File: config.mk
export PLATFORM = sky130hd
export DESIGN_NAME = des_round_stage
export DESIGN_NICKNAME = d
export VERILOG_FILES = /design/src/rtl/des_types_pkg.sv /design/src/rtl/des_tables_pkg.sv /design/src/rtl/des_feistel_f.sv /design/src/rtl/des_round_stage.sv
export SDC_FILE = /design/constraint.sdc
export NUM_CORES = 1
export LEC_CHECK = 0
export BUFFER_PORTS_ARGS = -buffer_cell sky130_fd_sc_hd__buf_2
export CAP_MARGIN = 20
export CORE_MARGIN = 5
export CORE_UTILIZATION = 40
export DETAILED_ROUTE_END_ITERATION = 10
export HOLD_SLACK_MARGIN = 0.03
export PLACE_DENSITY = 0.7
export SYNTH_ARGS = -nofsm -noshare
export SYNTH_HDL_FRONTEND = slang
export SYNTH_SLANG_ARGS = --single-unit
File: constraint.sdc
create_clock -name clk -period 0.8 [get_ports clk]
set_input_delay 0 -clock clk [delete_from_list [all_inputs] [get_ports clk]]
set_output_delay 0 -clock clk [all_outputs]
set_load 0.02 [all_outputs]
File: src/rtl/des_types_pkg.sv
package des_types_pkg;

  // DES widths, fixed by the standard
  localparam int block_w    = 64;
  localparam int half_w     = 32;
  localparam int subkey_w   = 48;
  localparam int num_rounds = 16;

  localparam int key_half_w = 28;  // C and D registers of the key schedule
  localparam int sbox_num   = 8;
  localparam int sbox_in_w  = 6;
  localparam int sbox_out_w = 4;

  typedef logic [block_w-1:0]  block_t;
  typedef logic [half_w-1:0]   half_t;
  typedef logic [subkey_w-1:0] subkey_t;

  // index 0 holds the round 1 subkey
  typedef subkey_t [num_rounds-1:0] subkey_arr_t;

  // top-level input bundle
  typedef struct packed
  {
    block_t cipher;
    block_t iv;
  } cfb_in_t;

  // state handed from one round stage to the next
  typedef struct packed
  {
    logic   valid;
    half_t  left;
    half_t  right;
    block_t cipher;  // rides along for the final xor
  } round_state_t;

endpackage

File: src/rtl/des_tables_pkg.sv
package des_tables_pkg;
  import des_types_pkg::*;

  // all permutation tables are one-based, bit 1 is the msb
  localparam int ip_tbl [64] = '{
    58, 50, 42, 34, 26, 18, 10, 2,  60, 52, 44, 36, 28, 20, 12, 4,
    62, 54, 46, 38, 30, 22, 14, 6,  64, 56, 48, 40, 32, 24, 16, 8,
    57, 49, 41, 33, 25, 17, 9,  1,  59, 51, 43, 35, 27, 19, 11, 3,
    61, 53, 45, 37, 29, 21, 13, 5,  63, 55, 47, 39, 31, 23, 15, 7};

  localparam int ip_inv_tbl [64] = '{
    40, 8, 48, 16, 56, 24, 64, 32,  39, 7, 47, 15, 55, 23, 63, 31,
    38, 6, 46, 14, 54, 22, 62, 30,  37, 5, 45, 13, 53, 21, 61, 29,
    36, 4, 44, 12, 52, 20, 60, 28,  35, 3, 43, 11, 51, 19, 59, 27,
    34, 2, 42, 10, 50, 18, 58, 26,  33, 1, 41, 9,  49, 17, 57, 25};

  localparam int e_tbl [48] = '{
    32, 1,  2,  3,  4,  5,  4,  5,  6,  7,  8,  9,
    8,  9,  10, 11, 12, 13, 12, 13, 14, 15, 16, 17,
    16, 17, 18, 19, 20, 21, 20, 21, 22, 23, 24, 25,
    24, 25, 26, 27, 28, 29, 28, 29, 30, 31, 32, 1};

  localparam int p_tbl [32] = '{
    16, 7,  20, 21, 29, 12, 28, 17,  1,  15, 23, 26, 5,  18, 31, 10,
    2,  8,  24, 14, 32, 27, 3,  9,   19, 13, 30, 6,  22, 11, 4,  25};

  localparam int pc1_tbl [56] = '{
    57, 49, 41, 33, 25, 17, 9,  1,  58, 50, 42, 34, 26, 18,
    10, 2,  59, 51, 43, 35, 27, 19, 11, 3,  60, 52, 44, 36,
    63, 55, 47, 39, 31, 23, 15, 7,  62, 54, 46, 38, 30, 22,
    14, 6,  61, 53, 45, 37, 29, 21, 13, 5,  28, 20, 12, 4};

  localparam int pc2_tbl [48] = '{
    14, 17, 11, 24, 1,  5,  3,  28, 15, 6,  21, 10,
    23, 19, 12, 4,  26, 8,  16, 7,  27, 20, 13, 2,
    41, 52, 31, 37, 47, 55, 30, 40, 51, 45, 33, 48,
    44, 49, 39, 56, 34, 53, 46, 42, 50, 36, 29, 32};

  // left rotation per round
  localparam int shift_tbl [16] = '{1, 1, 2, 2, 2, 2, 2, 2, 1, 2, 2, 2, 2, 2, 2, 1};

  // [box][row][column]
  localparam int sbox_tbl [8][4][16] = '{
    '{'{14, 4, 13, 1, 2, 15, 11, 8, 3, 10, 6, 12, 5, 9, 0, 7},
      '{0, 15, 7, 4, 14, 2, 13, 1, 10, 6, 12, 11, 9, 5, 3, 8},
      '{4, 1, 14, 8, 13, 6, 2, 11, 15, 12, 9, 7, 3, 10, 5, 0},
      '{15, 12, 8, 2, 4, 9, 1, 7, 5, 11, 3, 14, 10, 0, 6, 13}},
    '{'{15, 1, 8, 14, 6, 11, 3, 4, 9, 7, 2, 13, 12, 0, 5, 10},
      '{3, 13, 4, 7, 15, 2, 8, 14, 12, 0, 1, 10, 6, 9, 11, 5},
      '{0, 14, 7, 11, 10, 4, 13, 1, 5, 8, 12, 6, 9, 3, 2, 15},
      '{13, 8, 10, 1, 3, 15, 4, 2, 11, 6, 7, 12, 0, 5, 14, 9}},
    '{'{10, 0, 9, 14, 6, 3, 15, 5, 1, 13, 12, 7, 11, 4, 2, 8},
      '{13, 7, 0, 9, 3, 4, 6, 10, 2, 8, 5, 14, 12, 11, 15, 1},
      '{13, 6, 4, 9, 8, 15, 3, 0, 11, 1, 2, 12, 5, 10, 14, 7},
      '{1, 10, 13, 0, 6, 9, 8, 7, 4, 15, 14, 3, 11, 5, 2, 12}},
    '{'{7, 13, 14, 3, 0, 6, 9, 10, 1, 2, 8, 5, 11, 12, 4, 15},
      '{13, 8, 11, 5, 6, 15, 0, 3, 4, 7, 2, 12, 1, 10, 14, 9},
      '{10, 6, 9, 0, 12, 11, 7, 13, 15, 1, 3, 14, 5, 2, 8, 4},
      '{3, 15, 0, 6, 10, 1, 13, 8, 9, 4, 5, 11, 12, 7, 2, 14}},
    '{'{2, 12, 4, 1, 7, 10, 11, 6, 8, 5, 3, 15, 13, 0, 14, 9},
      '{14, 11, 2, 12, 4, 7, 13, 1, 5, 0, 15, 10, 3, 9, 8, 6},
      '{4, 2, 1, 11, 10, 13, 7, 8, 15, 9, 12, 5, 6, 3, 0, 14},
      '{11, 8, 12, 7, 1, 14, 2, 13, 6, 15, 0, 9, 10, 4, 5, 3}},
    '{'{12, 1, 10, 15, 9, 2, 6, 8, 0, 13, 3, 4, 14, 7, 5, 11},
      '{10, 15, 4, 2, 7, 12, 9, 5, 6, 1, 13, 14, 0, 11, 3, 8},
      '{9, 14, 15, 5, 2, 8, 12, 3, 7, 0, 4, 10, 1, 13, 11, 6},
      '{4, 3, 2, 12, 9, 5, 15, 10, 11, 14, 1, 7, 6, 0, 8, 13}},
    '{'{4, 11, 2, 14, 15, 0, 8, 13, 3, 12, 9, 7, 5, 10, 6, 1},
      '{13, 0, 11, 7, 4, 9, 1, 10, 14, 3, 5, 12, 2, 15, 8, 6},
      '{1, 4, 11, 13, 12, 3, 7, 14, 10, 15, 6, 8, 0, 5, 9, 2},
      '{6, 11, 13, 8, 1, 4, 10, 7, 9, 5, 0, 15, 14, 2, 3, 12}},
    '{'{13, 2, 8, 4, 6, 15, 11, 1, 10, 9, 3, 14, 5, 0, 12, 7},
      '{1, 15, 13, 8, 10, 3, 7, 4, 12, 5, 6, 11, 0, 14, 9, 2},
      '{7, 11, 4, 1, 9, 12, 14, 2, 0, 6, 10, 13, 15, 3, 5, 8},
      '{2, 1, 14, 7, 4, 10, 8, 13, 15, 12, 9, 0, 3, 5, 6, 11}}};

  function automatic block_t permute_ip(block_t din);
    block_t dout;
    for (int i = 0; i < block_w; i++)
      dout[block_w-1-i] = din[block_w-ip_tbl[i]];
    return dout;
  endfunction

  function automatic block_t permute_ip_inv(block_t din);
    block_t dout;
    for (int i = 0; i < block_w; i++)
      dout[block_w-1-i] = din[block_w-ip_inv_tbl[i]];
    return dout;
  endfunction

  // 32 -> 48, edge bits of each nibble are duplicated
  function automatic subkey_t expand_e(half_t din);
    subkey_t dout;
    for (int i = 0; i < subkey_w; i++)
      dout[subkey_w-1-i] = din[half_w-e_tbl[i]];
    return dout;
  endfunction

  function automatic half_t permute_p(half_t din);
    half_t dout;
    for (int i = 0; i < half_w; i++)
      dout[half_w-1-i] = din[half_w-p_tbl[i]];
    return dout;
  endfunction

endpackage

File: src/rtl/des_feistel_f.sv
`timescale 1ns/1ps

module des_feistel_f
  import des_types_pkg::*;
  import des_tables_pkg::*;
(
  input  half_t   r_in,
  input  subkey_t subkey,
  output half_t   f_out
);

  subkey_t mixed;
  half_t   sbox_out;

  assign mixed = expand_e(r_in) ^ subkey;

  always_comb
  begin
    logic [sbox_in_w-1:0] grp;
    logic [1:0]           row;
    logic [3:0]           col;

    // group 0 sits in the top six bits and feeds S1
    for (int b = 0; b < sbox_num; b++)
    begin
      grp = mixed[subkey_w-1-sbox_in_w*b -: sbox_in_w];
      row = {grp[sbox_in_w-1], grp[0]};  // outer bits
      col = grp[sbox_in_w-2:1];
      sbox_out[half_w-1-sbox_out_w*b -: sbox_out_w] = sbox_out_w'(sbox_tbl[b][row][col]);
    end
  end

  assign f_out = permute_p(sbox_out);

endmodule

File: src/rtl/des_round_stage.sv
`timescale 1ns/1ps

module des_round_stage
  import des_types_pkg::*;
(
  input  logic         clk,
  input  logic         arst_n,
  input  subkey_t      subkey,
  input  round_state_t prev,
  output round_state_t next
);

  half_t  f_val;
  logic   valid_q;
  half_t  left_q;
  half_t  right_q;
  block_t cipher_q;

  des_feistel_f i_feistel_f (
    .r_in   (prev.right),
    .subkey (subkey),
    .f_out  (f_val)
  );

  always_ff @(posedge clk or negedge arst_n)
  begin
    if (!arst_n)
      valid_q <= 1'b0;
    else
      valid_q <= prev.valid;
  end

  always_ff @(posedge clk)
  begin
    left_q   <= prev.right;
    right_q  <= prev.left ^ f_val;
    cipher_q <= prev.cipher;
  end

  assign next = '{valid: valid_q, left: left_q, right: right_q, cipher: cipher_q};

endmodule

==> results of run 1 <==
power by group:
group	total, uW	internal [uW]	switching [uW]
Combinational	16300	8430	7910
Clock	8870	5380	3490
Sequential	7880	7440	449
per-stage QoR:
stage          TNS, ps  hold slack [ps]   util  power (uW)  area [um2]
6_report        -28280              187  0.860       33100       17300
5_1_grt         -33020              200  0.860       34300       17300
4_1_cts         -25900              146  0.824       30900       16600
3_5_place_dp    -33710             -222  0.625       19200       12600
3_3_place_gp    -32600             -225  0.625       19000       12600
2_1_floorplan   -24740             -296      -       14400        8750
cell families after synthesis:
| group | count (synthesis) | share of synthesized area |
|---|---|---|
| compound gates | 201 | 0.169 |
| simple gates | 201 | 0.104 |
| flops | 129 | 0.317 |
| xor+xnor | 124 | 0.142 |
| buf+inv | 75 | 0.0378 |
| fa+ha+maj | 65 | 0.0992 |
| mux | 58 | 0.132 |
worst min-delay path, cell delays in order:
cell and delay, ps:
buf_2 100, xor2_1 60, buf_4 160, o21ai_2 160
xnor2_1 70
cell usage in the layout, fill, tap and decap left out, types with 19 or more instances in the layout:
cell type	Yosys	final
buf_4	2	303
buf_6	1	180
buf_2	9	147
dlygate4sd3_1	0	131
dfxtp_2	0	128
nand2_1	69	65
nor2_1	71	56
xnor2_1	66	50
mux4_2	34	37
xor2_1	49	34
ha_4	0	33
o21ai_0	44	29
o211ai_1	23	23
nor3_1	31	22
a21oi_1	27	21
a31oi_1	22	20
ha_1	63	20
buf_8	0	19
repair_timing:
item | 4_1_cts | 5_1_grt
gates resized for setup | 574 | 125
pin swaps | 97 | 95
endpoints found under the setup margin | 161 | 161
hold buffers | 131 | 0
endpoints found under the hold margin | 130 | 0
setup buffers | 43 | 25
Yosys cell counts (22+ instances only):
library cell  number  area share
a31oi_1           22       0.017
a211oi_1          24       0.022
o211ai_1          23       0.021
nand2_1           69       0.032
nor3_1            31       0.019
clkbuf_1          22       0.010
xnor2_1           66       0.071
nor2_1            71       0.033
xor2_1            49       0.053
o21ai_0           44       0.027
inv_1             37       0.017
mux4_2            34       0.094
a21oi_1           27       0.017
ha_1              63       0.097
dfxtp_1          128        0.31
worst max path at each step:
stage | slack (ps) | cells past startpoint | endpoint | startpoint
final | -910 | 9 | right_q[26] | subkey[30]
after global routing | -920 | 10 | right_q[26] | subkey[35]
after floorplan | -940 | 6 | right_q[28] | prev[76]
after detailed placement | -1200 | 9 | right_q[9] | prev[91]
after CTS | -640 | 6 | right_q[23] | prev[64]
after global placement | -1170 | 9 | right_q[9] | prev[91]
flip-flops by register name, summed over array words and instances (netlist names):
signal and cells:
left_q 32, right_q 32, valid_q 1, cipher_q 64
routing by layer:
metal	routed length [um]	GRT usage	up-vias
met3	2970	0.0562	223
met2	22500	0.604	746
met4	2670	0.155	2
met5	13	0	-
met1	14500	0.334	5132
li1	-	-	4660
cell type report:
class	instances	area share
clock inverter	13	0.0114
antenna	3	0.000433
timing repair buffer	788	0.392
multi-input combinational	649	0.382
sequential	129	0.158
clock buffer	19	0.0255
inverter	40	0.0113
tap	270	0.0195
==> results.md, run 1 <==
* Grt total ovfl at 0
* Worst-path clk slew at roughly 80 ps
* Synthesis Warnings at 0
* Syn Inst Count at about 850
* Critical path startpoint category: input port
* Count of input and output buffers at 307
* Setup CP Type: input port to flop
* Core ar. at 20200 um2
* Worst Setup End Kind: flop
* Final net count at ~1900
* DP HPWL at around 22 mm
* Synth Flop Type: dfxtp_1
* Outcome: finished with violations
* Hold Path Depth at 5
* Syn Nets at ~1100
* Final cell count without fillers at 1911
* Hold Path End: right_q[17]
* Die footprint at roughly 23000 um2
* Post-DRT Antenna Nets at 0
* CTS H-tree lvls at 4
* Slowest-stage cell, CP: xor2_1
* Final setup viols at between 150 and 200
* CTS Buf Count at 17
* CTS sink cnt at 129
* Synth cell types at 58
* #FFs+latches synth at ~130
* Slew HR at 0.578
* PwrDens at between 1500 and 2000 nW/um2
* Worst Tran Pin Value at around 630 ps
* Critical path arrival at approximately 2000 ps
* Leak pwr at between 0.007 and 0.008 uW
* First-pass GRT wire length at 59.9 mm
* Worst EP required at between 1000 and 1500 ps
* Final Hold Violating Endpoints at 0
* Avg WL per Cell at ~22 um
* Ports at around 310
* Global Route Usage Sum at 0.317
* WP buf/inv at 2
* Initial antenna violation count at 4
* Vias per cell at between 5 and 6
* Async SR Flop Fraction at 0.00775
* Slew Viols, Final at 0
* Cell Chain, Critical Path: buf_8, xor2_4, buf_6, ha_4, maj3_2, a21oi_2, a211oi_2, a311oi_2, xor2_1
* Vias in the first global route at 10900
* Pre-CTS setup slack at -1200 ps
* Initial core utilization at 0.404
* RSZ-0062 raised after global routing: yes
* Crit share post-route at 2.14
* CP max FO at 5
* Worst VDD drop at 1350 uV
* Total iterations of the first detailed-routing run at 7
* Post-Syn Area at roughly 8000 um2
* Number of fill cells in the layout at around 860
* Die Ht at ~150 um
* Layout area overhead at 113%
* Final min period at 1710 ps
* Row cnt at 52
* CP max stage delay at between 400 and 500 ps
* Largest net degree at the start of global routing at 17
* DRC Markers at 0
* Die W at between 150 and 200 um
* Placed instance count at 1681
* Max Cap Viol at 0
* Post-synth EDFFs at 0
* Clock buffer depth at 2
* Sequential share of the synthesized area at 0.317
* Hold Path Class: input port to flop
* Fin worst setup slack at -913 ps
* CTS tree: yes
* Root Buffer: clkbuf_16
* DR iter-0 viols at between 800 and 900
* Crit path max-delay family: compound AO/OA/AOI/OAI gates
* Gp weighted congestion at 0.942
* Failing checks: negative setup slack
* Hold Startpoint: subkey[3]
* Reg area at 2750 um2
* Layout cells sized above 1 at 0.641
* DR vias at 10800
* Drt total wl at ~43 mm
* Area of the multi-input gates at 6630 um2
* Syn Area/Cell at ~9.6 um2
* Max Fclk at roughly 580 MHz
Note: power is estimated with default switching activity, not from simulation.
==> run 2, diff against run 1 <==
Settings changed: PLACE_DENSITY 0.7 to 0.71.
==> run 2 against run 1 <==
  * The run still ends with negative setup slack left
  * Worst setup slack better by 51 ps
  * Sequential share of layout area about the same
  * Critical path depth is the same
  * Utilization decreased by 0.19 points
  * Fmax increased by 3.1%
  * Sequential power grew 0.8%
  * Die area is the same
  * Cell area fell by 0.22%
  * Via count is 3.2% higher
  * Cell count shrank 1.2%
  * Global-route usage increased by 1.8 points
  * Combinational power about the same
  * Critical path type unchanged
  * Critical endpoint is now right_q[2]
  * Highest routed layer is now met4
==> results.md, run 2 (synthesized netlist as in run 1, its figures left out) <==
* Design area at around 17000 um2
* Gp weighted congestion at 0.912
* Final Hold Violating Endpoints at 0
* Worst EP required at ~1100 ps
* Critical path startpoint category: input port
* CTS H-tree lvls at 4
* Failing checks: negative setup slack
* Final net count at 1843
* Die footprint at around 23000 um2
* Avg WL per Cell at 24.0 um
* CTS sink cnt at around 130
* Crit share post-route at 2.08
* Count of input and output buffers at slightly above 300
* Most common cell after layout, fill and taps aside: buf_4
* Met2 wire length at roughly 23 mm
* Outcome: finished with violations
* Number of fill cells in the layout at roughly 880
* Worst-path clk slew at roughly 70 ps
* Global Route Usage Sum at 0.335
* Post-DRT Antenna Nets at 0
* CTS tree: yes
* DP HPWL at about 22 mm
* Die W at between 150 and 200 um
* Fin worst setup slack at -862 ps
* Slew HR at 0.530
* Grt total ovfl at 0
* Highest metal used: met4
* Met1 Wirelength at 14.7 mm
* Max Cap Viol at 0
* Largest net degree at the start of global routing at 17
* Layout area overhead at 112%
* Setup CP Type: input port to flop
* Hold Path Depth at 5
* Critical path arrival at 1980 ps
* Max Fclk at roughly 600 MHz
* Die Ht at 153 um
* Hold Startpoint: subkey[16]
* Leak pwr at 0.00746 uW
* WHS at around 170 ps
* Final setup viols at 161
* Core ar. at just over 20000 um2
* RSZ-0062 raised after global routing: yes
* Worst VDD drop at about 1400 uV
* CP max FO at 5
* Root Buffer: clkbuf_16
* Row cnt at between 50 and 60
* Hold Path End: right_q[21]
* PwrDens at 1920 nW/um2
* WL met3 at around 3.8 mm
* Max FFs per register at 64
* CTS Buf Count at 17
* Commonest non-fill, non-tap cells in the layout: buf_4, buf_6, buf_2, dlygate4sd3_1, dfxtp_2
* Slew Viols, Final at 0
* Worst Tran Pin Value at 700 ps
* DR iter-0 viols at 1179
* Initial antenna violation count at 2
* Worst Setup End Kind: flop
* DRC Markers at 0
* Vias in the first global route at 11400
* Top flop regs: cipher_q x64, left_q x32, right_q x32
* Placed cell area at between 10000 and 15000 um2
* Final min period at ~1700 ps
* Most flop-heavy register: cipher_q
* Setup TNS Final at -29830 ps
* Clock buffer depth at 2
* Initial core utilization at 0.404
* DR vias at around 11000
* First-pass GRT wire length at ~63 mm
* Layout cells sized above 1 at 0.646
* Ports at between 300 and 400
* Drt total wl at 45.3 mm
* Total iterations of the first detailed-routing run at 6
* Vias per cell at ~5.9
* Hold Path Class: input port to flop
run 2: worst max path at each step:
stage | startpoint | to | cells past startpoint
floorplan | prev[76] | right_q[28] | 6
global placement | prev[91] | right_q[23] | 8
detailed placement | prev[88] | right_q[2] | 8
CTS | prev[64] | right_q[9] | 10
global route | prev[83] | right_q[2] | 9
finish | prev[83] | right_q[2] | 9
run 2: per-stage QoR:
step | total power (uW) | utilization | cells | setup slack [ps]
2_1_floorplan | 14400 | - | 853 | -943
3_3_place_gp | 19000 | 0.621 | 1670 | -1130
3_5_place_dp | 19200 | 0.621 | 1670 | -1190
4_1_cts | 30500 | 0.816 | 1858 | -656
5_1_grt | 34300 | 0.858 | 1886 | -845
6_report | 33300 | 0.858 | 1889 | -862
run 2: worst max-delay path, cell delays in order:
cell      delay (ps)
buf_8            110
xor2_4           310
ha_4             290
buf_12           130
xnor2_4          130
a211oi_2         240
a211oi_2          90
a311oi_2         350
xor2_1           320
run 2: layer usage:
layer  GRT usage  vias to the layer above
met4       0.174                        0
met3      0.0707                      302
li1            -                     4605
met5           0                        -
met2       0.614                      944
met1       0.361                     5255
run 2: report_power, final:
group / switching, uW / internal (uW)
Clock: 3700 / 4970
Sequential: 497 / 7440
Combinational: 8180 / 8470
Total: 12400 / 20900
run 2: what timing repair did:
| item | in CTS | in global routing |
|---|---|---|
| resized for setup | 584 | 143 |
| hold buffers | 131 | 0 |
| hold endpoints to repair | 130 | 0 |
| pin swaps | 96 | 93 |
| buffers inserted | 28 | 31 |
| setup endpoints to repair | 161 | 161 |
run 2: cell type report:
cell class | count | area, um2 | share of cell area
sequential | 129 | 2750 | 0.159
clock inverter | 14 | 181 | 0.0105
antenna | 5 | 12.5 | 0.000723
inverter | 40 | 195 | 0.0113
tap | 270 | 338 | 0.0195
multi-input combinational | 649 | 6770 | 0.391
timing repair buffer | 764 | 6640 | 0.383
clock buffer | 18 | 429 | 0.0248
==> run 3, diff against run 2 <==
Settings changed: REMOVE_ABC_BUFFERS from default to 1.
Clock period 0.8 ns to 1.49 ns, I/O delays scaled along.
==> run 3 against run 2 <==
  * The flow still finishes with violations (negative setup slack)
  * Sequential power decreased by 49%
  * Total power decreased by 53%
  * Critical path depth unchanged
  * Die area unchanged
  * Non-clock buffer count decreased by 34
  * First-iteration DRC count decreased by 54%
  * Hold slack got worse by 3.6 ps
  * Highest routed layer is now met5
==> results.md, run 3 (synthesized netlist as in run 1, its figures left out) <==
* CP max FO at 4
* Worst Setup End Kind: flop
* Design area at 14900 um2
* Count of input and output buffers at between 300 and 400
* Setup CP Type: input port to flop
* Layout cells sized above 1 at 0.488
* Drt total wl at between 30 and 40 mm
* Layout area overhead at 82.9%
* Die Ht at about 150 um
* Top flop regs: cipher_q x64, left_q x32, right_q x32
* Root Buffer: clkbuf_16
* Global Route Usage Sum at 0.256
* Core ar. at ~20000 um2
* Placed cell area at ~12000 um2
* DR vias at 9878
* Failing checks: negative setup slack
* Total iterations of the first detailed-routing run at 5
* Hold Path Class: input port to flop
* Most common cell after layout, fill and taps aside: buf_2
* Grt total ovfl at 0
* Die W at around 150 um
* Slew Viols, Final at 0
* Final net count at approximately 1800
* Highest metal used: met5
* Max FFs per register at 64
* Ports at just over 300
* Critical path arrival at roughly 1900 ps
* Slew HR at 0.595
* Max Fclk at 619 MHz
* Worst EP required at approximately 1800 ps
* Pre-CTS setup slack at -638 ps
* CTS tree: yes
* CTS H-tree lvls at 4
* Most flop-heavy register: cipher_q
* Final Hold Violating Endpoints at 0
* Met2 wire length at 19.0 mm
* Commonest non-fill, non-tap cells in the layout: buf_2, buf_4, dlygate4sd3_1, dfxtp_1, nand2_1
* Max Cap Viol at 0
* Critical path startpoint category: input port
* First-pass GRT wire length at 49.7 mm
* Crit share post-route at 1.08
* Met1 Wirelength at between 10 and 15 mm
* Fin util at 0.739
* WHS at between 150 and 200 ps
* CTS sink cnt at approximately 130
* Die footprint at about 23000 um2
* PwrDens at approximately 1100 nW/um2
* Leak pwr at approximately 0.0068 uW
* Fin worst setup slack at -126 ps
* Number of fill cells in the layout at around 1300
* Outcome: finished with violations
* Post-DRT Antenna Nets at 0
* DR iter-0 viols at around 540
* Worst-path clk slew at around 60 ps
* RSZ-0062 raised after global routing: yes
* Final setup viols at 5
* DP HPWL at between 20 and 25 mm
* WL met3 at ~2.1 mm
* Row cnt at 52
* CTS Buf Count at 17
* Final min period at between 1500 and 2000 ps
* Initial antenna violation count at 3
* Initial core utilization at 0.404
* Vias per cell at around 5.3
* Avg WL per Cell at roughly 19 um
* Worst VDD drop at 719 uV
* DRC Markers at 0
* Vias in the first global route at between 9000 and 10000
* Clock buffer depth at 2
* Largest net degree at the start of global routing at 17
* Worst Tran Pin Value at 603 ps
* Gp weighted congestion at 0.897
-- run 3: changes by cell type in the layout (fill, tap and decap cells not counted), moves of 10 or more --
| cell | delta |
|---|---|
| inv_4 | -11 |
| dfxtp_1 | +128 |
| o21ai_1 | -10 |
| o21ai_0 | +16 |
| buf_2 | +148 |
| xnor2_1 | +12 |
| nor2_1 | +15 |
| buf_6 | -155 |
| ha_4 | -22 |
| nor2_2 | -10 |
| dfxtp_2 | -128 |
| xor2_2 | +10 |
| buf_8 | -19 |
| ha_1 | +19 |
-- run 3: where the power goes --
group / internal [uW] / total [uW] / switching [uW] / leakage [uW]
clock: 2900 / 4640 / 1740 / 0.000307
combinational: 3470 / 7090 / 3620 / 0.00537
sequential: 3900 / 4020 / 126 / 0.00109
total: 10300 / 15800 / 5480 / 0.00677
-- run 3: final timing paths --
| path | to | from | depth (start not counted) |
|---|---|---|---|
| min in group asynchronous | valid_q | arst_n | 3 |
| max in group asynchronous | valid_q | arst_n | 3 |
| worst max-delay path | right_q[30] | subkey[36] | 9 |
| worst min-delay path | right_q[11] | subkey[3] | 4 |
-- run 3: what timing repair did --
item / 4_1_cts / 5_1_grt
endpoints found under the setup margin: 22 / 31
buffers inserted: 3 / 17
hold buffers: 131 / 0
gates cloned: 0 / 1
gates resized for setup: 31 / 151
endpoints found under the hold margin: 130 / 0
pin swaps: 3 / 41
-- run 3: cell type report --
cell class / count / area (um2) / area share
diodes: 2 / 5.00 / 0.000336
clock buffers: 20 / 457 / 0.0306
clock inverters: 12 / 180 / 0.0121
inverters: 40 / 170 / 0.0114
multi-input cells: 649 / 5970 / 0.401
flip-flops and latches: 129 / 2590 / 0.174
well taps: 270 / 338 / 0.0227
repair buffers: 730 / 5200 / 0.349
-- run 3: per-stage QoR --
step,total power (uW),instances,setup TNS (ps)
2_1_floorplan,7370,818,-12300
3_3_place_gp,9890,1666,-14540
3_5_place_dp,10000,1666,-15360
4_1_cts,15000,1832,0
5_1_grt,16500,1852,-706
6_report,15800,1852,-278
-- run 3: routing by layer --
metal	vias up	GRT usage
met5	-	0
met4	2	0.0963
met3	122	0.0554
met2	507	0.472
met1	4723	0.288
li1	4524	-
-- run 3: critical path, cell delays in order --
cell	delay [ps]
buf_2	130
xor2_2	180
buf_4	160
ha_4	300
inv_1	90
nor3_2	270
a211oi_1	90
mux4_2	510
xor2_1	180
